--- config.mk ---
export PLATFORM = sky130hd
export DESIGN_NAME = line_search
export DESIGN_NICKNAME = d
export VERILOG_FILES = /design/src/rtl/descent_pkg.sv /design/src/rtl/line_search.sv
export SDC_FILE = /design/constraint.sdc
export NUM_CORES = 1
export LEC_CHECK = 0
export BUFFER_PORTS_ARGS = -buffer_cell sky130_fd_sc_hd__buf_2
export CORE_ASPECT_RATIO = 0.5
export CORE_MARGIN = 4
export CORE_UTILIZATION = 29
export DETAILED_ROUTE_END_ITERATION = 10
export PLACE_DENSITY = 0.68
export SLEW_MARGIN = 10
export SYNTH_ARGS = -nofsm -noshare
export SYNTH_HDL_FRONTEND = slang
export SYNTH_SLANG_ARGS = --single-unit
--- constraint.sdc ---
create_clock -name clk -period 5.4 [get_ports clk]
set_input_delay 1.08 -clock clk [delete_from_list [all_inputs] [get_ports clk]]
set_output_delay 1.08 -clock clk [all_outputs]
set_load 0.005 [all_outputs]
--- src/rtl/descent_pkg.sv ---
package descent_pkg;

    ////////////////////////////////////////////////////////////
    // vector size and fixed-point format
    ////////////////////////////////////////////////////////////

    localparam int N_ELEM    = 8;
    localparam int FRAC_BITS = 16;

    localparam int VAL_W   = 32;
    localparam int OBJ_W   = 48;
    localparam int ADDR_W  = 3;
    localparam int SHIFT_W = 4;
    localparam int ITER_W  = 5;

    // Q16.16 element, weight, mean and gradient
    typedef logic signed [VAL_W-1:0] val_t;
    // Q32.16 objective
    typedef logic signed [OBJ_W-1:0] obj_t;
    typedef logic [ADDR_W-1:0]       addr_t;
    // step is 2**-k
    typedef logic [SHIFT_W-1:0]      shift_t;
    typedef logic [ITER_W-1:0]       iter_t;

    ////////////////////////////////////////////////////////////
    // tuning
    ////////////////////////////////////////////////////////////

    localparam int MAX_SHIFT = 12;
    localparam int MAX_ITER  = 16;

    // 2**-10 in Q32.16
    localparam obj_t EPSILON = obj_t'(1) <<< (FRAC_BITS - 10);

    ////////////////////////////////////////////////////////////
    // state encodings
    ////////////////////////////////////////////////////////////

    typedef enum logic [2:0] {
        PH_IDLE,
        PH_INIT_EVAL,
        PH_SEARCH,
        PH_JUDGE,
        PH_DONE
    } phase_t;

    typedef enum logic [1:0] {
        LS_IDLE,
        LS_STEP,
        LS_EVAL,
        LS_DECIDE
    } ls_state_t;

endpackage

--- src/rtl/line_search.sv ---
module line_search (
    input  logic                clk,
    input  logic                rst_LBFGS,
    input  logic                ls_start,
    input  descent_pkg::obj_t   f_now,
    input  descent_pkg::obj_t   eval_f,
    input  logic                ls_eval_done,
    input  logic                step_done,
    output logic                step_start,
    output descent_pkg::shift_t step_shift,
    output logic                ls_eval_req,
    output logic                ls_done,
    output logic                ls_ok
);

    descent_pkg::ls_state_t state;
    descent_pkg::shift_t    k;

    assign step_shift = k;

    ////////////////////////////////////////////////////////////
    // backtracking over k = 0 .. MAX_SHIFT
    ////////////////////////////////////////////////////////////

    always_ff @(posedge clk) begin
        if (!rst_LBFGS) begin
            state       <= descent_pkg::LS_IDLE;
            k           <= '0;
            step_start  <= 1'b0;
            ls_eval_req <= 1'b0;
            ls_done     <= 1'b0;
            ls_ok       <= 1'b0;
        end else begin
            step_start  <= 1'b0;
            ls_eval_req <= 1'b0;
            ls_done     <= 1'b0;
            case (state)
                descent_pkg::LS_IDLE: begin
                    if (ls_start) begin
                        k          <= '0;
                        ls_ok      <= 1'b0;
                        step_start <= 1'b1;
                        state      <= descent_pkg::LS_STEP;
                    end
                end
                descent_pkg::LS_STEP: begin
                    // trial point ready, have it evaluated
                    if (step_done) begin
                        ls_eval_req <= 1'b1;
                        state       <= descent_pkg::LS_EVAL;
                    end
                end
                descent_pkg::LS_EVAL: begin
                    if (ls_eval_done) begin
                        state <= descent_pkg::LS_DECIDE;
                    end
                end
                descent_pkg::LS_DECIDE: begin
                    if (eval_f < f_now) begin
                        ls_ok   <= 1'b1;
                        ls_done <= 1'b1;
                        state   <= descent_pkg::LS_IDLE;
                    end else if (k == descent_pkg::MAX_SHIFT) begin
                        // no decrease found at any step length
                        ls_ok   <= 1'b0;
                        ls_done <= 1'b1;
                        state   <= descent_pkg::LS_IDLE;
                    end else begin
                        k          <= k + 4'd1;
                        step_start <= 1'b1;
                        state      <= descent_pkg::LS_STEP;
                    end
                end
                default: begin
                    state <= descent_pkg::LS_IDLE;
                end
            endcase
        end
    end

endmodule

== Yosys cells after proc, flatten, opt, wreduce, memory -nomap -nowiden ==
Cells that the tools add are included.
Word-level totals
  register bits after elaboration: 10
Operators by class
  magnitude comparators: 1
  reductions and logical operators: 7
  eq/ne operators: 10
  multiplexer cells: 21
  add/subtract/negate cells: 1
Operators with widths (count)
  $lt A48 B48 Y1: 1
  $mux W4: 3
  $mux W1: 11
  $ne A2 B2 Y1 const B: 5
  $pmux W2 S4: 1
  $pmux W4 S2: 1
  $mux W2: 3
  $reduce_and A3 Y1: 2
  $add A4 B1 Y4 const B: 1
  $eq A2 B2 Y1 const B: 2
  $eq A4 B4 Y1 const B: 1
  $pmux W1 S2: 2
  $reduce_and A2 Y1: 2
  $reduce_and A4 Y1: 1
  $ne A3 B3 Y1 const B: 1
  $eq A2 B1 Y1 const B: 1
  $logic_not A2 Y1: 1
  $reduce_bool A2 Y1: 1

== Logic depth before layout (Yosys ltp) ==
  depth in word-level cells: 4
  gate-level depth with buffers: 10
  gate-level depth less buffers: 10

== Least setup slack after synthesis ==
Ideal clock, no wire load.
  kind: in2reg
  start point: input port f_now[33]
  end point: register state[0]
  setup time: 81 ps
  setup slack: 2242 ps
  buffers on the path: 0
  stages: 10
  required time: 5319 ps
  data arrival time: 3077 ps
  path through: inv_1 > ha_1 > a21oi_1 > o21ai_1 > a221oi_2 > o22ai_1 > nor4_2 > mux2i_2 > nand2_1 > a41oi_1
On the way
  cells in the longest elaborated chain, start to end: 3
Ends and longest elaborated chain
  from (decl): line line_search.sv:5  | input descent_pkg::obj_t f_now,
  $lt A48 B48 Y1: line line_search.sv:59  | if (eval_f < f_now) begin
  $mux W1: line line_search.sv:59
  $pmux W2 S4: line line_search.sv:37  | case (state)
  to (signal assigned): line line_search.sv:43  | state <= descent_pkg::LS_STEP;
  to (signal assigned): line line_search.sv:62  | state <= descent_pkg::LS_IDLE;
  to (signal assigned): line line_search.sv:67  | state <= descent_pkg::LS_IDLE;
  to (decl): line line_search.sv:16  | descent_pkg::ls_state_t state;
Every way passes these cells.
A chain may end at the register's enable or synchronous reset.

== Worst setup path after layout ==
  start point: input port f_now[21]
  end point: register step_start
On the way
  cells in the longest elaborated chain, start to end: 3
Ends and longest elaborated chain
  $lt A48 B48 Y1: line line_search.sv:59
  $mux W1: line line_search.sv:59
  $pmux W1 S2: line line_search.sv:37
  to (signal assigned): line line_search.sv:34  | step_start <= 1'b0;
  to (signal assigned): line line_search.sv:42  | step_start <= 1'b1;
  to (signal assigned): line line_search.sv:70  | step_start <= 1'b1;
  to (decl): line line_search.sv:9  | output logic step_start,
Every way passes these cells.

==> metrics.csv <==
stage,metric,value,unit
status,status,"finished, final reports clean",
placement,routability cong.,0.783,
synth,"Seq/Total Area, Yosys",11.1,%
clock_network,# clock sinks,10,
clock_network,CTS Buf Count,3,
power_and_ir_drop,switching share of power,34.7,%
power_and_ir_drop,combinational group share of total power,48.1,%
timing,Worst Skew,0.00331,ns
timing,fin crit share,60.7,%
clock_network,"Setup Fix Bufs, Post-CTS",0,
floorplanning,num rows,19,
detailed_routing,Routed Wire Length,4460,µm
floorplanning,core area,5750,µm²
synth,ys async rst share,0,%
global_routing,Global Route Usage Sum,10.8,%
placement,Post-DP HPWL,4150,µm
global_routing,largest net degree at the start of global routing,12,
clock_network,CTS tree,done,
detailed_routing,initial DRC count,35,
clock_network,Clock transition at path regs,0.04,ns
synth,synthesized area,1800,µm²
detailed_routing,first drt pass iteration count,4,
final_layout,final core occ,44.0,%
synth,cell type with the largest total area after synthesis,ha_1,
critical_path,critical path peak fanout,10,
floorplanning,Die Y,63.8,µm
synth,"EDFF count, synth",0,
detailed_routing,Top Layer Used,met4,
critical_path,Setup Crit Path Kind,in -> reg,
final_layout,Area Overhead vs Synth,40.4,%
detailed_routing,routed len/inst,10.3,µm
power_and_ir_drop,Clk pwr share,31.5,%
global_routing,first-pass GRT wire length,7110,µm
synth,#FFs+latches synth,10,
critical_path,Worst Path Arrival,3.43,ns
clock_network,hold buffers post-CTS,0,
timing,RSZ-0062 raised after global routing,no,
power_and_ir_drop,Lkg Pwr,0.00152,µW
timing,setup TNS,0,ns
timing,endpoints failing hold,0,
timing,final worst slack,2.12,ns
clock_network,clk buf depth,2,
power_and_ir_drop,peak supply drop,0.124,mV
global_routing,vias in the first global route,1761,
floorplanning,die area,7620,µm²
synth,Yosys Warn Count,0,
synth,synth unique cells,39,
critical_path,CP Capture Type,flip-flop,
global_routing,grt ovf,0,
critical_path,"Req. time, crit path",5.55,ns
clock_network,Post-CTS Resized,0,
power_and_ir_drop,Psw,163,µW
detailed_routing,Vias/cell,4.44,
critical_path,Startpoint Class,input port,
synth,Yosys top cell area share,36.8,%
job,Max-Cap Viols,0,
power_and_ir_drop,pwr dens,185,nW/µm²
power_and_ir_drop,share of power burned in registers,20.4,%
floorplanning,initial core utilization,31.4,%
final_layout,nets@finish,506,
final_layout,layout cells sized above 1,35.3,%
power_and_ir_drop,Tot Pwr,469,µW
synth,Syn Inst Count,240,
clock_network,Clock H-tree levels,1,
timing,count of final max-slew check failures,0,
clock_network,clock latency on the worst-skew pair,0.24,ns
detailed_routing,metal1 wirelength,1760,µm
clock_network,clk root buf,clkbuf_16,
synth,"top cells by area, synth","ha_1, inv_1, dfxtp_1, nand2_1, a21oi_1",
final_layout,ant diodes,0,
power_and_ir_drop,Int Power,306,µW
synth,most common cell in the netlist,inv_1,
floorplanning,I/O pin total,109,
timing,Tmin final,3.28,ns
detailed_routing,met2 wire length,2440,µm
detailed_routing,Via Count,1932,
timing,worst-margin pin slew,0.490,ns
floorplanning,die width,120,µm
timing,setup violators final,0,
synth,"Avg Cell Area, Syn",7.52,µm²
synth,top_reg_cell synth,dfxtp_1,
worst_hold_path,Hold Path Class,reg -> reg,
detailed_routing,"antenna viol nets, final",0,
placement,worst slack at placement,1.83,ns
timing,Max Clk Rate,305,MHz
synth,Post-synth top cells,"inv_1, ha_1, nand2_1",
timing,relative slew slack,66.7,%
detailed_routing,drt drc,0,
synth,Mapped Nets,394,
placement,port buffer count,108,
detailed_routing,met3 routed WL,175,µm
global_routing,initial antenna violation count,0,
[per-layer routing]
layer | GRT usage, % | vias to the layer above
met5 | 0 | -
met4 | 3.00 | 0
li1 | - | 1046
met1 | 12.1 | 841
met3 | 1.06 | 8
met2 | 21.8 | 37
[sequential cells by signal, summed over array words and instances (netlist names)]
signal	cells
ls_ok	1
state	2
step_shift	4
step_start	1
ls_done	1
ls_eval_req	1
[critical path, stage by stage]
cell      delay [ns]
buf_2           0.07
inv_1           0.03
ha_1            0.29
a21o_1          0.18
a21o_1          0.18
a221oi_2        0.24
nor2_1          0.09
nor4_2          0.38
mux2i_2         0.53
nand2_1         0.14
a211oi_1        0.21
[worst paths after layout]
check | to | from | slack (ns) | cells after the start
setup / recovery | step_start | f_now[21] | 2.12 | 11
setup reg to reg | state[0] | state[0] | 3.52 | 8
hold / removal | ls_ok | ls_ok | 0.48 | 2
hold reg to reg | ls_ok | ls_ok | 0.48 | 2
[kinds of logic after synthesis]
family | synth area share, %
mux | 1.94
simple gates | 18.6
compound gates | 18.8
buf+inv | 12.3
fa+ha+maj | 36.8
flops | 11.1
xor+xnor | 0.486
[layout make-up]
class                   instances  area [µm²]
clock buffers                   4        88.8
fillers                       645        3220
inverters                      58         218
multi-input cells             171        1380
flip-flops and latches         10         200
well taps                      84         105
repair buffers                108         541
[metrics by stage]
stage	hold WS, ns	instances	cell area, µm²
2_1_floorplan	0.466	240	1800
3_3_place_gp	0.468	431	2440
3_5_place_dp	0.475	431	2440
4_1_cts	0.485	435	2530
5_1_grt	0.517	435	2530
6_report	0.477	435	2530
[placed cells by master (no fill, tap or decap), types with 2 or more instances in the layout]
master       n
clkbuf_16    3
nor2_1      11
buf_2      108
inv_1       58
a211oi_1     2
a21o_1       8
a31oi_1      4
nand3b_1     3
and3_1       2
o21ai_1      2
a221oi_2     3
nand4_1      7
nand3_1      6
nor3_1       3
nand2_1     26
dfxtp_1     10
a21oi_2      2
o21ai_0      5
a21oi_1     14
ha_1        53
[power by group through the flow]
stage	clock network (µW)	logic (µW)	registers, µW
finish	148	225	95.4
global route	154	262	96.7
CTS	152	228	95.1
detailed placement	0	227	96.1
global placement	0	224	96.4
floorplan	0	152	95.1
(Power assumes the default switching activity.)
