File: config.mk
export PLATFORM = sky130hd
export DESIGN_NAME = point_update
export DESIGN_NICKNAME = d
export VERILOG_FILES = /design/src/rtl/descent_pkg.sv /design/src/rtl/point_update.sv
export SDC_FILE = /design/constraint.sdc
export NUM_CORES = 1
export LEC_CHECK = 0
export BUFFER_PORTS_ARGS = -buffer_cell sky130_fd_sc_hd__buf_4
export CORE_AREA = 4 4 298 300
export CTS_CLUSTER_DIAMETER = 100
export DETAILED_ROUTE_END_ITERATION = 6
export DIE_AREA = 0 0 302 304
export SYNTH_ARGS = -nofsm -noshare
export SYNTH_HDL_FRONTEND = slang
export SYNTH_SLANG_ARGS = --single-unit
File: constraint.sdc
create_clock -name clk -period 4.6 [get_ports clk]
set_input_delay 0.92 -clock clk [delete_from_list [all_inputs] [get_ports clk]]
set_output_delay 0.92 -clock clk [all_outputs]
set_load 0.02 [all_outputs]
File: src/rtl/descent_pkg.sv
package descent_pkg;

    ////////////////////////////////////////////////////////////
    // vector size and fixed-point format
    ////////////////////////////////////////////////////////////

    localparam int N_ELEM    = 8;
    localparam int FRAC_BITS = 16;

    localparam int VAL_W   = 32;
    localparam int OBJ_W   = 48;
    localparam int ADDR_W  = 3;
    localparam int SHIFT_W = 4;
    localparam int ITER_W  = 5;

    // Q16.16 element, weight, mean and gradient
    typedef logic signed [VAL_W-1:0] val_t;
    // Q32.16 objective
    typedef logic signed [OBJ_W-1:0] obj_t;
    typedef logic [ADDR_W-1:0]       addr_t;
    // step is 2**-k
    typedef logic [SHIFT_W-1:0]      shift_t;
    typedef logic [ITER_W-1:0]       iter_t;

    ////////////////////////////////////////////////////////////
    // tuning
    ////////////////////////////////////////////////////////////

    localparam int MAX_SHIFT = 12;
    localparam int MAX_ITER  = 16;

    // 2**-10 in Q32.16
    localparam obj_t EPSILON = obj_t'(1) <<< (FRAC_BITS - 10);

    ////////////////////////////////////////////////////////////
    // state encodings
    ////////////////////////////////////////////////////////////

    typedef enum logic [2:0] {
        PH_IDLE,
        PH_INIT_EVAL,
        PH_SEARCH,
        PH_JUDGE,
        PH_DONE
    } phase_t;

    typedef enum logic [1:0] {
        LS_IDLE,
        LS_STEP,
        LS_EVAL,
        LS_DECIDE
    } ls_state_t;

endpackage

File: src/rtl/point_update.sv
module point_update (
    input  logic                clk,
    input  logic                rst_LBFGS,
    input  logic                step_start,
    input  descent_pkg::shift_t step_shift,
    input  descent_pkg::val_t   base_point [descent_pkg::N_ELEM],
    input  descent_pkg::val_t   grad       [descent_pkg::N_ELEM],
    output logic                step_done,
    output descent_pkg::val_t   trial_point [descent_pkg::N_ELEM]
);

    logic                run;
    descent_pkg::addr_t  idx;
    descent_pkg::shift_t k;
    descent_pkg::val_t   scaled;

    // step of 2**-k on the negative gradient
    always_comb begin
        scaled = grad[idx] >>> k;
    end

    always_ff @(posedge clk) begin
        if (!rst_LBFGS) begin
            run       <= 1'b0;
            idx       <= '0;
            step_done <= 1'b0;
        end else begin
            step_done <= run && (idx == descent_pkg::N_ELEM - 1);
            if (step_start) begin
                run <= 1'b1;
                idx <= '0;
            end else if (run) begin
                idx <= idx + 3'd1;
                if (idx == descent_pkg::N_ELEM - 1) begin
                    run <= 1'b0;
                end
            end
        end
    end

    always_ff @(posedge clk) begin
        if (step_start) begin
            k <= step_shift;
        end
        if (run) begin
            trial_point[idx] <= base_point[idx] - scaled;
        end
    end

    // line search stops at MAX_SHIFT
    a_shift_range: assert property (@(posedge clk) disable iff (!rst_LBFGS)
        step_start |-> (step_shift <= descent_pkg::MAX_SHIFT));

endmodule

# Yosys cells after proc, flatten, opt, wreduce, memory -nomap -nowiden
# Index checks and enable logic that the tools add are counted.
[op_classes]
addsub = 2
multipliers = 0
n_div = 0
magnitude_cmp = 2
n_eq_ne = 1
shift = 1
muxes = 12
bitwise = 2
reduce_logical = 3
[op_table]
columns = ["op", "count"]
rows = [
  ["$bwmux 256", 1],
  ["$bmux 32 s3", 2],
  ["$mux 32", 5],
  ["$demux 32 s3", 1],
  ["$sshr 32x4->32", 1],
  ["$sub 32x32->32", 1],
  ["$ge 4x4->1 const B", 1],
  ["$lt 4x1->1 const B", 1],
  ["$not 3->4", 1],
  ["$add 3x1->3 const B", 1],
  ["$eq 3x3->1 const B", 1],
  ["$mux 1", 3],
  ["$logic_and 1x1->1", 2],
  ["$reduce_or 2->1", 1],
  ["$not 1->1", 1],
]
[totals]
register_bits = 265
latchBits = 0
mem_bits_rw = 0
mem_bits_ro = 0
input_bits = 519
output_inout_bits = 257
wordCells = 35
memories = 0

# Depth between registers and ports, before layout
[logic_depth]
depth_word = 7
mapped_depth = 21
ltp_nobuf = 18

# Worst setup path after synthesis
# Ideal clock, no wire load.
[synth_path]
kind = "in2reg"
from = "input port grad[15] (netlist bit)"
to = "register trial_point[120] (netlist bit) (data pin)"
setup_ps = 231
arrival_ps = 4331
required_time_ps = 4369
setup_slack_ps = 38
cell_stages = 17
path_buffers = 0
cell_sequence = "mux4_2 > mux2_2 > mux2i_4 > mux2i_1 > a22oi_1 > nand2_1 > ha_1 > inv_1 > fa_1 > a211oi_1 > o21ai_0 > nor2_1 > o21ai_1 > a221oi_4 > o311ai_4 > a31oi_1 > xnor2_1"
[synth_between]
elab_chain_len = 6
[synth_lines]
columns = ["element", "line_no", "rtl"]
rows = [
  ["start: declaration", "point_update.sv:7", "input descent_pkg::val_t grad [descent_pkg::N_ELEM],"],
  ["$bmux 32 s3", "point_update.sv:19", "scaled = grad[idx] >>> k;"],
  ["$mux 32 (not written as such) (2 in a row)", "point_update.sv:19", ""],
  ["$sshr 32x4->32", "point_update.sv:19", ""],
  ["$sub 32x32->32", "point_update.sv:46", "trial_point[idx] <= base_point[idx] - scaled;"],
  ["$bwmux 256", "point_update.sv:46", ""],
  ["end signal: indexed assignment", "point_update.sv:46", ""],
  ["end: declaration", "point_update.sv:9", "output descent_pkg::val_t trial_point [descent_pkg::N_ELEM]"],
]
# No other way between the ends. The select of a mux whose other input is x is not followed.
# A chain may end at the register's enable or synchronous reset.

# Worst setup path after layout
[layout_path]
from = "register idx[0]"
to = "register trial_point[24] (netlist bit) (data pin)"
[layout_between]
elab_chain_len = 7
word_cells_on_any_way = 15
classes_between = "add/sub: 1; order compare: 2; shift: 1; mux: 9; bitwise: 1; reduce/logical: 1"
[layout_lines]
columns = ["element", "line_no", "rtl"]
rows = [
  ["start: declaration", "point_update.sv:13", "descent_pkg::addr_t idx;"],
  ["start signal: assignment", "point_update.sv:33", "idx <= idx + 3'd1;"],
  ["$not 3->4 (not written as such) *", "point_update.sv:19, point_update.sv:46", ""],
  ["$bmux 32 s3", "point_update.sv:19", ""],
  ["$mux 32 (not written as such) (2 in a row)", "point_update.sv:19", ""],
  ["$sshr 32x4->32", "point_update.sv:19", ""],
  ["$sub 32x32->32", "point_update.sv:46", ""],
  ["$bwmux 256 *", "point_update.sv:46", ""],
]
# Mark *: on every way between the ends. The rest lies on a longest branch, timed or not. The select of a mux whose other input is x is not followed.

==> metrics.md <==
| Metric | Value |
|---|---|
| Run status | `finished, violations left` |
| Failing checks | `setup timing` |
| Share of synthesized area occupied by flip-flops and latches | `52.9%` |
| Net count after synthesis | `1,523` |
| Proportion of layout cells with a drive suffix above 1 | `69.1%` |
| Register-to-register setup slack | `-130 ps` |
| Compound-gate portion of the synthesized area | `6.88%` |
| Cells after Synth | `970` |
| Cell chosen for the clock root | `clkbuf_16` |
| Effective utilization at floorplan | `17.3%` |
| Max-slew headroom at the worst pin | `35.9%` |
| Max Cap Violations | `0` |
| Number of search-and-repair iterations in the first detailed-routing pass | `5` |
| Proportion of register bits with asynchronous set or reset after synthesis | `0%` |
| Final period utilization | `103%` |
| Die W | `302 µm` |
| Layout filler cell count | `8,745` |
| CTS tree | `built` |
| Antenna violations before repair | `25` |
| Terminus of the critical flop-to-flop path | `trial_point[24]$_DFFE_PP_` |
| Final count of hold timing violations | `0` |
| Multiplexer share of the synthesized area | `28.4%` |
| Count of pins over their slew limit | `0` |
| Basic-gate share of the synthesized area counting and, or, nand and nor cells | `4.65%` |
| Clk slew on worst S/H paths | `60 ps` |
| Synth-to-Final Area Change | `70.8%` |
| Average instance area after synthesis | `15.4 µm²` |
| Clock net sink count | `265` |
| Crit path arrival time | `5010 ps` |
| Area of the die | `91,800 µm²` |
| Pwr per Cell Area | `327 nW/µm²` |
| Final instance area | `25,500 µm²` |
| Number of vias per cell after detailed routing | `4.23` |
| Cell internal power dissipation | `5820 µW` |
| Worst-case clock buffer depth | `3` |
| Path class of the lowest-slack min-delay path | `primary input to flop` |
| Worst reg2reg path depth | `22` |
| Area taken by multi-input logic gates | `7500 µm²` |
| Routed wire length | `78,200 µm` |
| Area taken by flip-flops and latches | `7920 µm²` |
| Max Fanout on Critical Path | `8` |
| Row Count | `108` |
| Cts bufs inserted | `24` |
| Hold Slack | `568 ps` |
| Filler-free cell count of the finished design | `3,116` |
| Most used standard cells in the synthesized netlist | `edfxtp_1 (260), mux4_2 (129), nor2_1 (67)` |
| Syn. warnings | `0` |
| Combined global-route utilization of all metal layers | `16.0%` |
| Global-route wire length before repair | `105,000 µm` |
| Largest voltage drop on the vdd net | `0.000169 V` |
| Violation count after the first detailed-routing iteration | `853` |
| Crit path setup slack, layout | `-132 ps` |
| Parity-gate share of the synthesized area counting xor and xnor cells | `1.70%` |
| Die Height | `304 µm` |
| Synthesis-stage register bit count | `265` |
| Largest cells by area after synthesis | `edfxtp_1 (52%), mux4_2 (19%), mux2_2 (4.8%), mux2i_1 (3.3%), ha_1 (2.8%)` |
| Comb power frac | `38.5%` |
| Post-synthesis share of cell area spent on full adders, half adders and majority gates | `2.90%` |
| Main combinational cell family by area after synthesis | `multiplexers` |
| Placement Cell Area | `23,600 µm²` |
| # setup viols final | `48` |
| CP Data Required Time | `4880 ps` |
| Floorplan Core Area | `86,200 µm²` |
| Unrepaired setup endpoints after global routing | `true` |
| Post-Place Cells | `3,039` |
| Setup clock skew after layout | `15.7 ps` |
| Most used flip-flop cell after synthesis | `edfxtp_1` |
| Final weighted congestion of routability-driven global placement | `0.919` |
| Post-Syn Area | `15,000 µm²` |
| Seq pwr share | `37.8%` |
| Residual antenna-violating net count after detailed routing | `0` |
| Setup_tns | `-3220 ps` |
| Via count of the first global-routing pass | `14,132` |
| Area share of the largest cell type after synthesis | `52.2%` |
| Min-Delay Endpoint | `k[1]$_DFFE_PP_` |
| Buffers added on ports | `775` |
| Hold path startpoint | `step_shift[1]` |
| Switching Fraction | `30.4%` |
| Per-cell routed wire length | `25.1 µm` |
| R2r startpoint | `idx[0]$_SDFFE_PP0P_` |
| Count of hold buffers inserted by post-cts repair | `0` |
| Number of remaining DRC errors | `0` |
| Worst setup path class | `flop to flop` |
| Total vias in the final route | `13,192` |
| Power dissipated by switching net loads | `2540 µW` |
| Maximum number of pins on one net before global-route repair | `47` |
| Deepest level of the CTS H-tree | `1` |
| Number of flops mapped to enable cells by yosys | `260` |
| Clk_lat worst skew | `530 ps` |
| Share of total power in the clock network | `23.7%` |
| HPWL after detailed placement | `65,600 µm` |
| Pre-CTS WS | `-1080 ps` |
| Leading area contributor after synthesis | `edfxtp_1` |
| Period minus WS final | `4730 ps` |
| Total congestion overflow | `0` |
| F_max | `211 MHz` |
| Worst-Margin Slew | `954 ps` |
| Netlist cell types | `62` |
| # IOs | `776` |
| Nature of the critical path endpoint | `flop` |
| Net count reported at finish | `2,490` |
| Critical Path Source Type | `flop` |
| Leakage | `0.0102 µW` |
| Most frequent cell after synthesis | `edfxtp_1` |
| Cells on Worst Hold Path | `1` |
## cell type report
class / count / area share (%)
repair buffers: 1006 / 30.7
well taps: 1155 / 5.66
flip-flops and latches: 265 / 31.0
clock inverters: 14 / 0.534
inverters: 10 / 0.147
clock buffers: 29 / 2.51
multi-input cells: 630 / 29.4
diodes: 7 / 0.0686
## critical path, stage by stage (launching register included)
cell      delay, ps
dfxtp_4         370
buf_12          150
buf_16          150
buf_8           120
mux4_2          360
mux2i_1          70
buf_4           150
nand2_1         110
o21ai_4          90
mux2i_2         230
mux2i_2         130
buf_4           160
mux2_4          270
ha_4            300
nand4_1         130
or3_1           380
o21ai_2         220
a221oi_4         90
buf_6           140
o311ai_4        340
a31oi_2         170
xnor2_2         150
buf_4           160
## cell families (layout without fill, tap and decap cells)
family	Yosys count	after routing
DFF	265	265
muxes	250	250
and+or+nand+nor	164	164
AOI/OAI and AO/OA	153	153
buffers and inverters	75	1059
adders and majority gates	34	34
xor gates and xnor gates	29	29
other	0	7
## per-stage QoR
step,total power [µW],utilization [%]
floorplan,4460,-
global placement,6020,27.4
CTS,8310,29.0
global route,8790,29.6
detailed placement,6070,27.4
finish,8360,29.6
## power groups by stage
stage               registers, µW  logic, µW  clock network, µW
floorplan                    3300       1160                  0
global placement             3220       2800                  0
detailed placement           3220       2850                  0
CTS                          3160       3100               2050
global route                 3170       3490               2130
finish                       3160       3220               1980
## state kept, by name, indices dropped and copies added (netlist names)
register,count
step_done,1
k,4
trial_point,256
run,1
idx,3
## per-layer routing
layer  GRT usage [%]  vias up  share of wire (%)
li1                -     5880                  -
met1            17.3     6544                 36
met2            32.5      646                 56
met3            2.06      120                5.3
met4            3.65        2                2.6
met5               0        -              0.017
## placed cells by master, fill, tap and decap left out, types with 6 or more instances in the layout
cell	count
ha_1	28
buf_6	12
nor2_4	7
diode_2	7
nand2_1	56
nand2b_1	6
buf_4	972
xor2_1	6
a21oi_2	7
nand3_1	6
o21ai_1	10
mux2_4	13
o21a_1	7
a21o_1	19
nor2_1	55
a31oi_1	6
a21oi_1	27
mux2i_1	24
buf_12	14
o21ai_2	10
mux2_2	54
inv_1	7
buf_8	7
clkbuf_16	25
mux2i_2	20
edfxtp_1	260
nor3_1	8
mux2i_4	9
xnor2_1	11
o21ai_0	12
o21ai_4	6
mux4_2	129
clkinv_1	6
## how the worst max path moves through the flow
stage / from / end / slack [ps] / cells past startpoint
4_1_cts: idx[0]$_SDFFE_PP0P_ / trial_point[216]$_DFFE_PP_ / -150 / 21
5_1_grt: idx[0]$_SDFFE_PP0P_ / trial_point[216]$_DFFE_PP_ / -310 / 22
2_1_floorplan: grad[15] / trial_point[120]$_DFFE_PP_ / 40 / 17
3_3_place_gp: grad[42] / trial_point[251]$_DFFE_PP_ / -1030 / 21
6_report: idx[0]$_SDFFE_PP0P_ / trial_point[24]$_DFFE_PP_ / -130 / 22
3_5_place_dp: grad[6] / trial_point[59]$_DFFE_PP_ / -1080 / 21
## what timing repair did
action	CTS	global route
gates cloned	1	0
setup endpoints to repair	160	160
gates resized for setup	94	81
setup buffers	21	11
hold endpoints to repair	0	0
pin swaps	27	24
Note: power is estimated with default switching activity, not from simulation.
