--- config.mk ---
export PLATFORM = sky130hd
export DESIGN_NAME = descent_ctrl
export DESIGN_NICKNAME = d
export VERILOG_FILES = /design/src/rtl/descent_pkg.sv /design/src/rtl/descent_ctrl.sv
export SDC_FILE = /design/constraint.sdc
export NUM_CORES = 1
export LEC_CHECK = 0
export BUFFER_PORTS_ARGS = -buffer_cell sky130_fd_sc_hd__buf_2
export CAP_MARGIN = 40
export CORE_AREA = 4 4 769 771
export CTS_CLUSTER_SIZE = 10
export DETAILED_ROUTE_END_ITERATION = 8
export DIE_AREA = 0 0 773 775
export GPL_TIMING_DRIVEN = 1
export PLACE_DENSITY = 0.3
export SYNTH_ARGS = -nofsm -noshare
export SYNTH_HDL_FRONTEND = slang
export SYNTH_SLANG_ARGS = --single-unit
export TNS_END_PERCENT = 10
--- constraint.sdc ---
create_clock -name clk -period 15.65 [get_ports clk]
set_input_delay 0.7825 -clock clk [delete_from_list [all_inputs] [get_ports clk]]
set_output_delay 0.7825 -clock clk [all_outputs]
set_load 0.01 [all_outputs]
--- src/rtl/descent_pkg.sv ---
package descent_pkg;

    ////////////////////////////////////////////////////////////
    // vector size and fixed-point format
    ////////////////////////////////////////////////////////////

    localparam int N_ELEM    = 8;
    localparam int FRAC_BITS = 16;

    localparam int VAL_W   = 32;
    localparam int OBJ_W   = 48;
    localparam int ADDR_W  = 3;
    localparam int SHIFT_W = 4;
    localparam int ITER_W  = 5;

    // Q16.16 element, weight, mean and gradient
    typedef logic signed [VAL_W-1:0] val_t;
    // Q32.16 objective
    typedef logic signed [OBJ_W-1:0] obj_t;
    typedef logic [ADDR_W-1:0]       addr_t;
    // step is 2**-k
    typedef logic [SHIFT_W-1:0]      shift_t;
    typedef logic [ITER_W-1:0]       iter_t;

    ////////////////////////////////////////////////////////////
    // tuning
    ////////////////////////////////////////////////////////////

    localparam int MAX_SHIFT = 12;
    localparam int MAX_ITER  = 16;

    // 2**-10 in Q32.16
    localparam obj_t EPSILON = obj_t'(1) <<< (FRAC_BITS - 10);

    ////////////////////////////////////////////////////////////
    // state encodings
    ////////////////////////////////////////////////////////////

    typedef enum logic [2:0] {
        PH_IDLE,
        PH_INIT_EVAL,
        PH_SEARCH,
        PH_JUDGE,
        PH_DONE
    } phase_t;

    typedef enum logic [1:0] {
        LS_IDLE,
        LS_STEP,
        LS_EVAL,
        LS_DECIDE
    } ls_state_t;

endpackage

--- src/rtl/descent_ctrl.sv ---
module descent_ctrl (
    input  logic               clk,
    input  logic               rst_LBFGS,
    input  logic               start,
    input  descent_pkg::val_t  x_init [descent_pkg::N_ELEM],
    input  logic               eval_done,
    input  descent_pkg::obj_t  eval_f,
    input  descent_pkg::val_t  eval_grad [descent_pkg::N_ELEM],
    input  descent_pkg::val_t  trial_point [descent_pkg::N_ELEM],
    input  logic               ls_eval_req,
    input  logic               ls_done,
    input  logic               ls_ok,
    output logic               eval_start,
    output descent_pkg::val_t  eval_point [descent_pkg::N_ELEM],
    output logic               ls_start,
    output logic               ls_eval_done,
    output descent_pkg::val_t  cur_point [descent_pkg::N_ELEM],
    output descent_pkg::val_t  cur_grad [descent_pkg::N_ELEM],
    output descent_pkg::obj_t  f_now,
    output logic               busy,
    output logic               done,
    output logic               converged,
    output descent_pkg::val_t  x_result [descent_pkg::N_ELEM],
    output descent_pkg::obj_t  f_result,
    output descent_pkg::iter_t iter_count
);

    descent_pkg::phase_t phase;
    logic                init_start;
    descent_pkg::obj_t   delta;
    descent_pkg::obj_t   delta_mag;

    ////////////////////////////////////////////////////////////
    // evaluator sharing
    ////////////////////////////////////////////////////////////

    // phases never overlap, so a plain OR is enough
    assign eval_start   = init_start || ls_eval_req;
    assign ls_eval_done = eval_done && (phase == descent_pkg::PH_SEARCH);

    always_comb begin
        for (int i = 0; i < descent_pkg::N_ELEM; i++) begin
            eval_point[i] = (phase == descent_pkg::PH_SEARCH) ? trial_point[i] : cur_point[i];
        end
    end

    // objective change of the accepted step
    always_comb begin
        delta     = f_now - eval_f;
        delta_mag = delta[descent_pkg::OBJ_W-1] ? -delta : delta;
    end

    ////////////////////////////////////////////////////////////
    // phase FSM
    ////////////////////////////////////////////////////////////

    always_ff @(posedge clk) begin
        if (!rst_LBFGS) begin
            phase      <= descent_pkg::PH_IDLE;
            init_start <= 1'b0;
            ls_start   <= 1'b0;
            busy       <= 1'b0;
            done       <= 1'b0;
            converged  <= 1'b0;
            iter_count <= '0;
        end else begin
            init_start <= 1'b0;
            ls_start   <= 1'b0;
            done       <= 1'b0;
            case (phase)
                descent_pkg::PH_IDLE: begin
                    if (start) begin
                        cur_point  <= x_init;
                        init_start <= 1'b1;
                        busy       <= 1'b1;
                        converged  <= 1'b0;
                        iter_count <= '0;
                        phase      <= descent_pkg::PH_INIT_EVAL;
                    end
                end
                descent_pkg::PH_INIT_EVAL: begin
                    if (eval_done) begin
                        cur_grad <= eval_grad;
                        f_now    <= eval_f;
                        ls_start <= 1'b1;
                        phase    <= descent_pkg::PH_SEARCH;
                    end
                end
                descent_pkg::PH_SEARCH: begin
                    if (ls_done) begin
                        // failed search keeps the current point
                        phase <= ls_ok ? descent_pkg::PH_JUDGE : descent_pkg::PH_DONE;
                    end
                end
                descent_pkg::PH_JUDGE: begin
                    // accepted trial is still on the evaluator outputs
                    iter_count <= iter_count + 5'd1;
                    cur_point  <= trial_point;
                    cur_grad   <= eval_grad;
                    f_now      <= eval_f;
                    if (delta_mag <= descent_pkg::EPSILON) begin
                        converged <= 1'b1;
                        phase     <= descent_pkg::PH_DONE;
                    end else if (iter_count == descent_pkg::MAX_ITER - 1) begin
                        phase <= descent_pkg::PH_DONE;
                    end else begin
                        ls_start <= 1'b1;
                        phase    <= descent_pkg::PH_SEARCH;
                    end
                end
                descent_pkg::PH_DONE: begin
                    x_result <= cur_point;
                    f_result <= f_now;
                    done     <= 1'b1;
                    busy     <= 1'b0;
                    phase    <= descent_pkg::PH_IDLE;
                end
                default: begin
                    phase <= descent_pkg::PH_IDLE;
                end
            endcase
        end
    end

    a_done_pulse: assert property (@(posedge clk) disable iff (!rst_LBFGS)
        done |=> !done);

    a_phase_legal: assert property (@(posedge clk) disable iff (!rst_LBFGS)
        phase inside {descent_pkg::PH_IDLE, descent_pkg::PH_INIT_EVAL,
                      descent_pkg::PH_SEARCH, descent_pkg::PH_JUDGE,
                      descent_pkg::PH_DONE});

endmodule

### Yosys cells after proc, flatten, opt, wreduce, memory -nomap -nowiden

Index checks and enable logic that the tools add are counted.

* flip-flop bits (word level): 877
* input bits: 823
* logic and storage cells: 95

* $add $sub $neg: 3
* order comparisons: 1
* equality and inequality tests: 9
* muxes and demuxes: 35
* reductions and logical operators: 14

Operators by type and width (count)
* $pmux W256 S2: 2
* $mux W256: 2
* $mux W32: 8
* $mux W48: 2
* $pmux W48 S2: 1
* $le A48 B8 Y1 const B: 1
* $neg A48 Y48: 1
* $sub A48 B48 Y48: 1
* $mux W3: 6
* $pmux W3 S4: 1
* $reduce_and A3 Y1: 4
* $pmux W5 S2: 1
* $mux W1: 8
* $ne A2 B2 Y1 const B: 4
* $reduce_and A2 Y1: 4
* $eq A3 B2 Y1 const B: 2
* $pmux W1 S2: 3
* $reduce_bool A2 Y1: 3
* $add A5 B1 Y5 const B: 1
* $eq A5 B4 Y1 const B: 1
* $mux W5: 1
* $eq A3 B1 Y1 const B: 1
* $eq A3 B3 Y1 const B: 1
* $logic_not A3 Y1: 1
* other kinds (2): 2

### Logic depth before layout (Yosys ltp)

Gate-level depths: netlist of the first run.

* word-level depth: 6
* mapped depth: 19
* mapped depth without buffers: 17

### Worst setup path after synthesis of the first run

Ideal clock, no wire load.

* kind: input port to flip-flop
* start point: input port rst_LBFGS
* end point: register cur_grad[0] (netlist bit), enable pin
* library setup time: 0.976 ns
* data arrival time: 13.473 ns
* required time: 14.674 ns
* setup slack: 1.201 ns
* stages: 2
* path buffers: 0
* cell sequence: nand3_1 nor2_1

* word-level cells in the longest chain between the ends: 1

Ends and longest elaborated chain
* start: declaration: RTL line descent_ctrl.sv:3 `input logic rst_LBFGS,`
* $reduce_and A3 Y1 (no source line)
* end signal: assignment: RTL line descent_ctrl.sv:83 `cur_grad <= eval_grad;`
* end signal: assignment: RTL line descent_ctrl.sv:99 `cur_grad <= eval_grad;`
* end: declaration: RTL line descent_ctrl.sv:18 `output descent_pkg::val_t cur_grad [descent_pkg::N_ELEM],`

Every way passes these cells.
A chain may end at the register's enable or synchronous reset.

### Worst setup path after layout of the first run

* start point: input port eval_f[16]
* end point: register ls_start

* word-level cells in the longest chain between the ends: 6

Ends and longest elaborated chain
* start: declaration: RTL line descent_ctrl.sv:7 `input descent_pkg::obj_t eval_f,`
* $sub A48 B48 Y48 *: RTL line descent_ctrl.sv:49 `delta = f_now - eval_f;`
* $neg A48 Y48: RTL line descent_ctrl.sv:50 `delta_mag = delta[descent_pkg::OBJ_W-1] ? -delta : delta;`
* $mux W48 *: RTL line descent_ctrl.sv:50
* $le A48 B8 Y1 *: RTL line descent_ctrl.sv:101 `if (delta_mag <= descent_pkg::EPSILON) begin`
* $mux W1 *: RTL line descent_ctrl.sv:101
* $pmux W1 S2 *: RTL line descent_ctrl.sv:70 `case (phase)`
* end signal: assignment: RTL line descent_ctrl.sv:61 `ls_start <= 1'b0;`
* end signal: assignment: RTL line descent_ctrl.sv:68 `ls_start <= 1'b0;`
* end signal: assignment: RTL line descent_ctrl.sv:107 `ls_start <= 1'b1;`
* end: declaration: RTL line descent_ctrl.sv:15 `output logic ls_start,`

Every way passes the cells marked *; elsewhere a longest branch is shown, timed or not.

==> results of run 1 <==
==> final cells by class <==
| class | instances | area (um^2) | share of cell area |
|---|---|---|---|
| multi-input cells | 2340 | 11100 | 0.176 |
| repair buffers | 2061 | 10900 | 0.172 |
| clock buffers | 168 | 3620 | 0.0574 |
| diodes | 182 | 455 | 0.00723 |
| clock inverters | 79 | 785 | 0.0125 |
| inverters | 70 | 263 | 0.00417 |
| flip-flops and latches | 877 | 26200 | 0.416 |
| well taps | 7782 | 9740 | 0.155 |
==> metrics by stage <==
stage | power (W) | area (um^2) | setup WS, ps | cells | hold WS [ps]
floorplan | 0.00343 | 38100 | 1200 | 3444 | 486
global placement | 0.00437 | 57400 | 8760 | 13064 | 465
detailed placement | 0.00436 | 57600 | 9000 | 13071 | 466
CTS | 0.00774 | 62500 | 9380 | 13377 | 0.642
global route | 0.00786 | 62700 | 8900 | 13453 | 35.9
finish | 0.00748 | 63000 | 9220 | 13559 | 135
==> routing by layer <==
metal  part of all wire  vias to the layer above  global-route usage
met5             0.0020                        -                   0
li1                   -                    16333                   -
met1               0.33                    18565               0.130
met4              0.056                      130              0.0616
met2               0.50                     2276               0.244
met3               0.12                      747              0.0688
==> report_power, final <==
part / switching [W] / internal, W / leakage, nW
clock network: 0.00137 / 0.00185 / 2.15
registers: 0.000171 / 0.00273 / 7.97
logic: 0.000952 / 0.000405 / 14.8
total: 0.00249 / 0.00499 / 24.9
==> final timing paths <==
path / from / to / slack [ps] / cells past startpoint
max: eval_f[16] / ls_start / 9220 / 18
min: eval_grad[77] / cur_grad[77] / 140 / 1
max reg2reg: f_now[16] / ls_start / 9410 / 15
min reg2reg: f_now[24] / f_result[24] / 480 / 0
==> cells by family after synthesis <==
group / count (synthesis) / synth area share
AOI/OAI and AO/OA: 316 / 0.0572
xor gates and xnor gates: 24 / 0.00551
adders and majority gates: 50 / 0.0166
buffers and inverters: 227 / 0.0231
DFF: 877 / 0.687
muxes: 10 / 0.00269
and+or+nand+nor: 1940 / 0.208
==> state kept, by name, indices dropped and copies added, names as in the netlist <==
signal / cells
cur_grad: 256
cur_point: 256
x_result: 256
f_now: 48
f_result: 48
iter_count: 5
phase: 3
busy: 1
converged: 1
done: 1
init_start: 1
ls_start: 1
==> cell usage in the layout, fill, tap and decap left out, drive strengths merged, types with 18 or more instances in the layout <==
| cell type | instances |
|---|---|
| nand3 | 36 |
| a21o | 22 |
| nor3 | 36 |
| inv | 80 |
| nand2 | 1618 |
| a21oi | 82 |
| nor4 | 18 |
| edfxtp | 864 |
| clkinv | 55 |
| o21ai | 59 |
| nand4 | 24 |
| ha | 49 |
| buf | 2002 |
| dlygate4sd3 | 59 |
| and2 | 21 |
| nor2 | 86 |
| diode | 182 |
| clkbuf | 168 |
==> results.md, run 1 <==
* Top_reg_cell synth: edfxtp_1
* IO Port Bufs at between 1,500 and 2,000
* Post-synth EDFFs at between 800 and 900
* Pwr dens at 119 mW/mm^2
* Worst path cell trace: dlygate4sd3_1, buf_2, inv_1, ha_1, nand4_1, nor3_1, a21oi_1, and3_1, xor2_1, or4b_4, or3_4, nor4_2, nand4_1, a222oi_1, o2111ai_1, a2111oi_0, or4b_4, a21o_1
* Status: complete, no violations
* Core Region at a little under 0.6 mm^2
* Clock Root Buffer: clkbuf_16
* Vias in the first global route at 38,084
* Final Hold Fails at 0
* Max-cap violations at 0
* Worst-Margin Slew at 964 ps
* Max H-tree Level at 4
* Share of cells above drive strength 1 at 0.399
* Slew margin rel. at 0.357
* Sequential area share after synthesis at 0.687
* WP data arrival at 7160 ps
* IO Count at 1,954
* Buf/Inv on CP at 3
* Crit path capture type: register
* Final Wtd Congestion at 0.942
* Overflow after GRT at 0
* DRC Markers at 0
* Wire per inst at 31.4 um
* Synthesized Nets at 4,317
* CTS buffer count at 140
* Post-Route Utilization at 0.108
* TritonCTS clock tree: yes
* Gr usage total at 0.136
* Syn Inst Count at 3,444
* Slew Limit Fails at 0
* Die Y at 775 um
* Clock tree buffer depth at 4
* Setup violations, final at 0
* RSZ-0062 raised after global routing: false
* Count leader, synth: nand2_1
* Vias at about 38,000
* Setup tns final at 0 ps
* Fillers at 67,684
* Final period utilization at 0.411
* Via density per instance at 2.81
* Post-route ant nets at 0
* Worst EP required at 16,380 ps
* Leak pwr at roughly 25 nW
* Final wirelength at 425,000 um
* DRT iter0 DRCs at 2,830
* Unique cell type count in the Yosys netlist at 86
* Synth warn at 0
* Die area at 0.599 mm^2
* Yosys top cell by area: edfxtp_1
* Post-synth ARST share at 0
* Crit-path max FO at 12
* Fmax at 156 MHz
* Die X at 773 um
* # nets final at around 6,400
* First-pass GRT wire length at 513,000 um
* Crit path max-delay family: simple AND/OR/NAND/NOR gates
* Clock latency on the worst-skew pair at between 800 and 900 ps
* Clock Skew at around 59 ps
* Avg Cell Area, Syn at 11.1 um^2
* # resized after CTS at 0
* Share of Yosys cell area claimed by the top area cell type at 0.680
* Peak supply drop at between 0.00007 and 0.00008 V
* Critical path startpoint category: primary input
* Drt first pass iters at 5
* Synthesized area at 0.0381 mm^2
* Detail Placement HPWL at roughly 370,000 um
* Clock Pin Slew Worst Setup and Hold Paths at 60 ps
* Leading post-synthesis cells by cell area: edfxtp_1 (68%), nand2_1 (16%), ha_1 (1.6%)
* Num Clock Sinks at 877
* Worst stage delay on the critical path at between 600 and 700 ps
* Type of the worst min-delay path: in -> reg
* Row Count at 281
* Initial Utilization at 0.0652
* Minimum clock period at approximately 6400 ps
* Crit-path slowest cell: nor4_2
* Setup CP Type: in -> reg
* Initial antenna violation count at 339
* Hold buffer count at CTS at 59
* Yosys reg bits at 877
* Setup Fix Bufs, Post-CTS at 0
* Largest net degree at the start of global routing at roughly 130
* Area grow syn2layout at 65.3%
* Most common library cells after synthesis: nand2_1 (1,618), edfxtp_1 (864), clkbuf_1 (134)
(Power assumes the default switching activity.)
==> run 2, diff against run 1 <==
ABC_AREA = 1   (was default)
CORE_AREA = 4 4 753 755   (was 4 4 769 771)
DIE_AREA = 0 0 757 759   (was 0 0 773 775)
clock period = 6 ns   (was 15.65 ns; I/O delays follow)
==> results.md, run 2 <==
* # resized after CTS at 0 (unchanged)
* Critical R2R Capture: phase[1]
* Post-route ant nets at 0 (unchanged)
* Worst-Margin Slew at 1130 ps (+169 ps)
* WP data arrival at 5920 ps (-1240 ps)
* Place WS at 1280 ps (-7720 ps)
* Fmax at approximately 190 MHz
* Count leader, synth: nand2_1
* Overflow after GRT at 0 (unchanged)
* Initial Utilization at 0.0693 (+0.00404)
* Max-cap violations at 0 (unchanged)
* Peak supply drop at 0.000189 V (+160%)
* Avg Cell Area, Syn at 10.4 um^2 (-6.5%)
* Pwr dens at 334 mW/mm^2 (+180%)
* DRC Markers at 0 (unchanged)
* CTS buffer count at 136 (-2.9%)
* Post-synth EDFFs at 864 (unchanged)
* Clock latency on the worst-skew pair at 860 ps (-20 ps)
* IO Port Bufs at 1,953 (unchanged)
* Top_reg_cell synth: edfxtp_1
* Syn Inst Count at 3,746 (+8.8%)
* Share of Yosys cell area claimed by the top area cell type at 0.669 (-0.0116)
* Hold buffer count at CTS at 817 (+1300%)
* Hold path start: x_init[127]
* Pwr Total at 0.0237 W (+220%)
* Final wirelength at 408,000 um (-4.0%)
* Vias in the first global route at 40,919 (+7.4%)
* Vias at 40,944 (+7.6%)
* Final setup margin at 830 ps (-8390 ps)
* Row Count at 275 (-2.1%)
* First-pass GRT wire length at 497,000 um (-3.2%)
* Die area at 0.575 mm^2 (-4.1%)
* Most common library cells after synthesis: nand2_1 (1,153), edfxtp_1 (864), inv_1 (564)
* Via density per instance at 2.86 (+1.9%)
* WHS Endpoint: cur_point[127]
* WHS Path Cells at 3 (+2)
* Reg2reg start: f_now[19]
* Worst EP required at 6750 ps (-9630 ps)
* Detail Placement HPWL at 351,000 um (-5.7%)
* Slew margin rel. at 0.244 (-0.113)
* Largest net degree at the start of global routing at 163 (+29%)
* Critical path startpoint category: register
* Die X at 757 um (-2.1%)
* Initial antenna violation count at 314 (-7.4%)
* Most frequent cells in the layout: buf_2 (1,956), nand2_1 (1,152), edfxtp_1 (864), dlygate4sd3_1 (817), inv_1 (560)
* Clock Skew at 55.0 ps (-3.78 ps)
* Synth warn at 0 (unchanged)
* Setup violations, final at 0 (unchanged)
* Slew Limit Fails at 0 (unchanged)
* Top flop regs: cur_grad x256, cur_point x256, x_result x256
* Area grow syn2layout at 83.0%
* Drt first pass iters at 6 (+1)
* Unique cell type count in the Yosys netlist at 37 (-57%)
* Crit path capture type: register
* DRT iter0 DRCs at 3,122 (+10%)
* Share of cells above drive strength 1 at 0.339 (-0.0595)
* Commonest non-fill, non-tap cell in the layout: buf_2
* Clock Root Buffer: clkbuf_16
* Synthesized area at 0.0388 mm^2 (+1.7%)
* Post-synth ARST share at 0 (unchanged)
* Clock tree buffer depth at 4 (unchanged)
* Hold slack at 17.1 ps (-118 ps)
* Gr usage total at 0.136 (about the same)
* Final Hold Fails at 0 (unchanged)
* # nets final at 7,453 (+17%)
* R2r setup slk at 830 ps (-8580 ps)
* Clock Pin Slew Worst Setup and Hold Paths at 60 ps (about the same)
* Final period utilization at 0.862
* Worst reg-to-reg path cell count at 27 (+12)
* Num Clock Sinks at 877 (unchanged)
* Minimum clock period at slightly above 5000 ps
* Sequential area share after synthesis at 0.676 (-0.0117)
* Core Region at 0.560 mm^2 (-4.2%)
* Yosys reg bits at 877 (unchanged)
* Type of the worst min-delay path: in -> reg
* Yosys top cell by area: edfxtp_1
* Leak pwr at 29.9 nW (+20%)
* RSZ-0062 raised after global routing: false
* Setup Fix Bufs, Post-CTS at 0 (unchanged)
* Final Wtd Congestion at 1.06 (+13%)
* IO Count at 1,954 (unchanged)
* Max H-tree Level at 4 (unchanged)
* Synthesized Nets at 4,619 (+7.0%)
* Wire per inst at 28.5 um (-9.1%)
* Status: complete, no violations
* Setup CP Type: reg -> reg
* Crit-path max FO at 5 (-7)
* Die Y at 759 um (-2.1%)
* TritonCTS clock tree: yes
* Leading post-synthesis cells by cell area: edfxtp_1 (67%), nand2_1 (11%), o21ai_0 (6.8%)
* Fillers at 64,504 (-4.7%)
-- run 2: kinds of logic (layout without fill, tap and decap cells) --
| group | Yosys count | after routing | share of synthesized area |
|---|---|---|---|
| xor+xnor | 20 | 20 | 0.00452 |
| fa+ha+maj | 50 | 50 | 0.0163 |
| compound gates | 589 | 589 | 0.0770 |
| other cells | 0 | 167 | 0 |
| simple gates | 1514 | 1514 | 0.159 |
| buf+inv | 696 | 3626 | 0.0678 |
| flops | 877 | 877 | 0.676 |
-- run 2: per-layer routing --
layer	routed length [um]	part of all wire	vias up	track usage
li1	-	-	18303	-
met1	144000	0.35	19573	0.139
met2	199000	0.49	2206	0.239
met3	39400	0.096	768	0.0534
met4	25600	0.063	94	0.0696
met5	617	0.0015	-	0.000250
-- run 2: critical path: stages (launching register included) --
cell and delay, ps:
edfxtp_1 500, ha_1 510, nand2_1 160, nor2_1 300
nand2_1 260, nor2_1 150, nand2_1 100, nand3_1 220
nand2_1 100, nand2_1 210, nand2_1 120, nor2_1 190
nand2_1 70, nor2_1 210, nand3_1 150, nand2_1 120
nand2_1 70, nand2_1 70, nand2_1 60, nor2_1 110
nand2_1 70, nor2_1 110, nand3_2 260, nand4_1 200
nand2_1 70, nand2_1 70, a21oi_1 60, dlygate4sd3_1 560
-- run 2: through the flow --
| step | utilization | setup TNS (ps) | cells | area, um^2 |
|---|---|---|---|---|
| finish | 0.127 | 0 | 14322 | 71000 |
| global route | 0.127 | 0 | 14262 | 70900 |
| CTS | 0.126 | 0 | 14155 | 70600 |
| detailed placement | 0.104 | 0 | 13104 | 58100 |
| global placement | 0.104 | 0 | 13095 | 58000 |
| floorplan | - | -665530 | 3746 | 38800 |
-- run 2: power by group --
| group | leakage (nW) | total, W | switching, W | internal, W |
|---|---|---|---|---|
| sequential | 7.98 | 0.00838 | 0.000764 | 0.00762 |
| clock | 2.07 | 0.00820 | 0.00359 | 0.00461 |
| combinational | 19.8 | 0.00712 | 0.00486 | 0.00226 |
| total | 29.9 | 0.0237 | 0.00921 | 0.0145 |
-- run 2: worst max-delay path by stage --
stage | start | end | cells after the start
after floorplan | phase[1] | cur_point[0] | 7
after global placement | f_now[19] | phase[1] | 26
after detailed placement | f_now[26] | phase[1] | 23
after CTS | f_now[25] | phase[1] | 24
after global routing | f_now[26] | phase[1] | 24
final | f_now[19] | phase[1] | 27
-- run 2: final cells by class --
class	instances	area (um^2)	area share
clock buffer	161	3550	0.0500
inverter	574	2170	0.0306
clock inverter	73	722	0.0102
timing repair buffer	2818	18600	0.262
antenna	167	418	0.00589
sequential	877	26200	0.369
multi-input combinational	2173	10000	0.141
tap	7479	9360	0.132
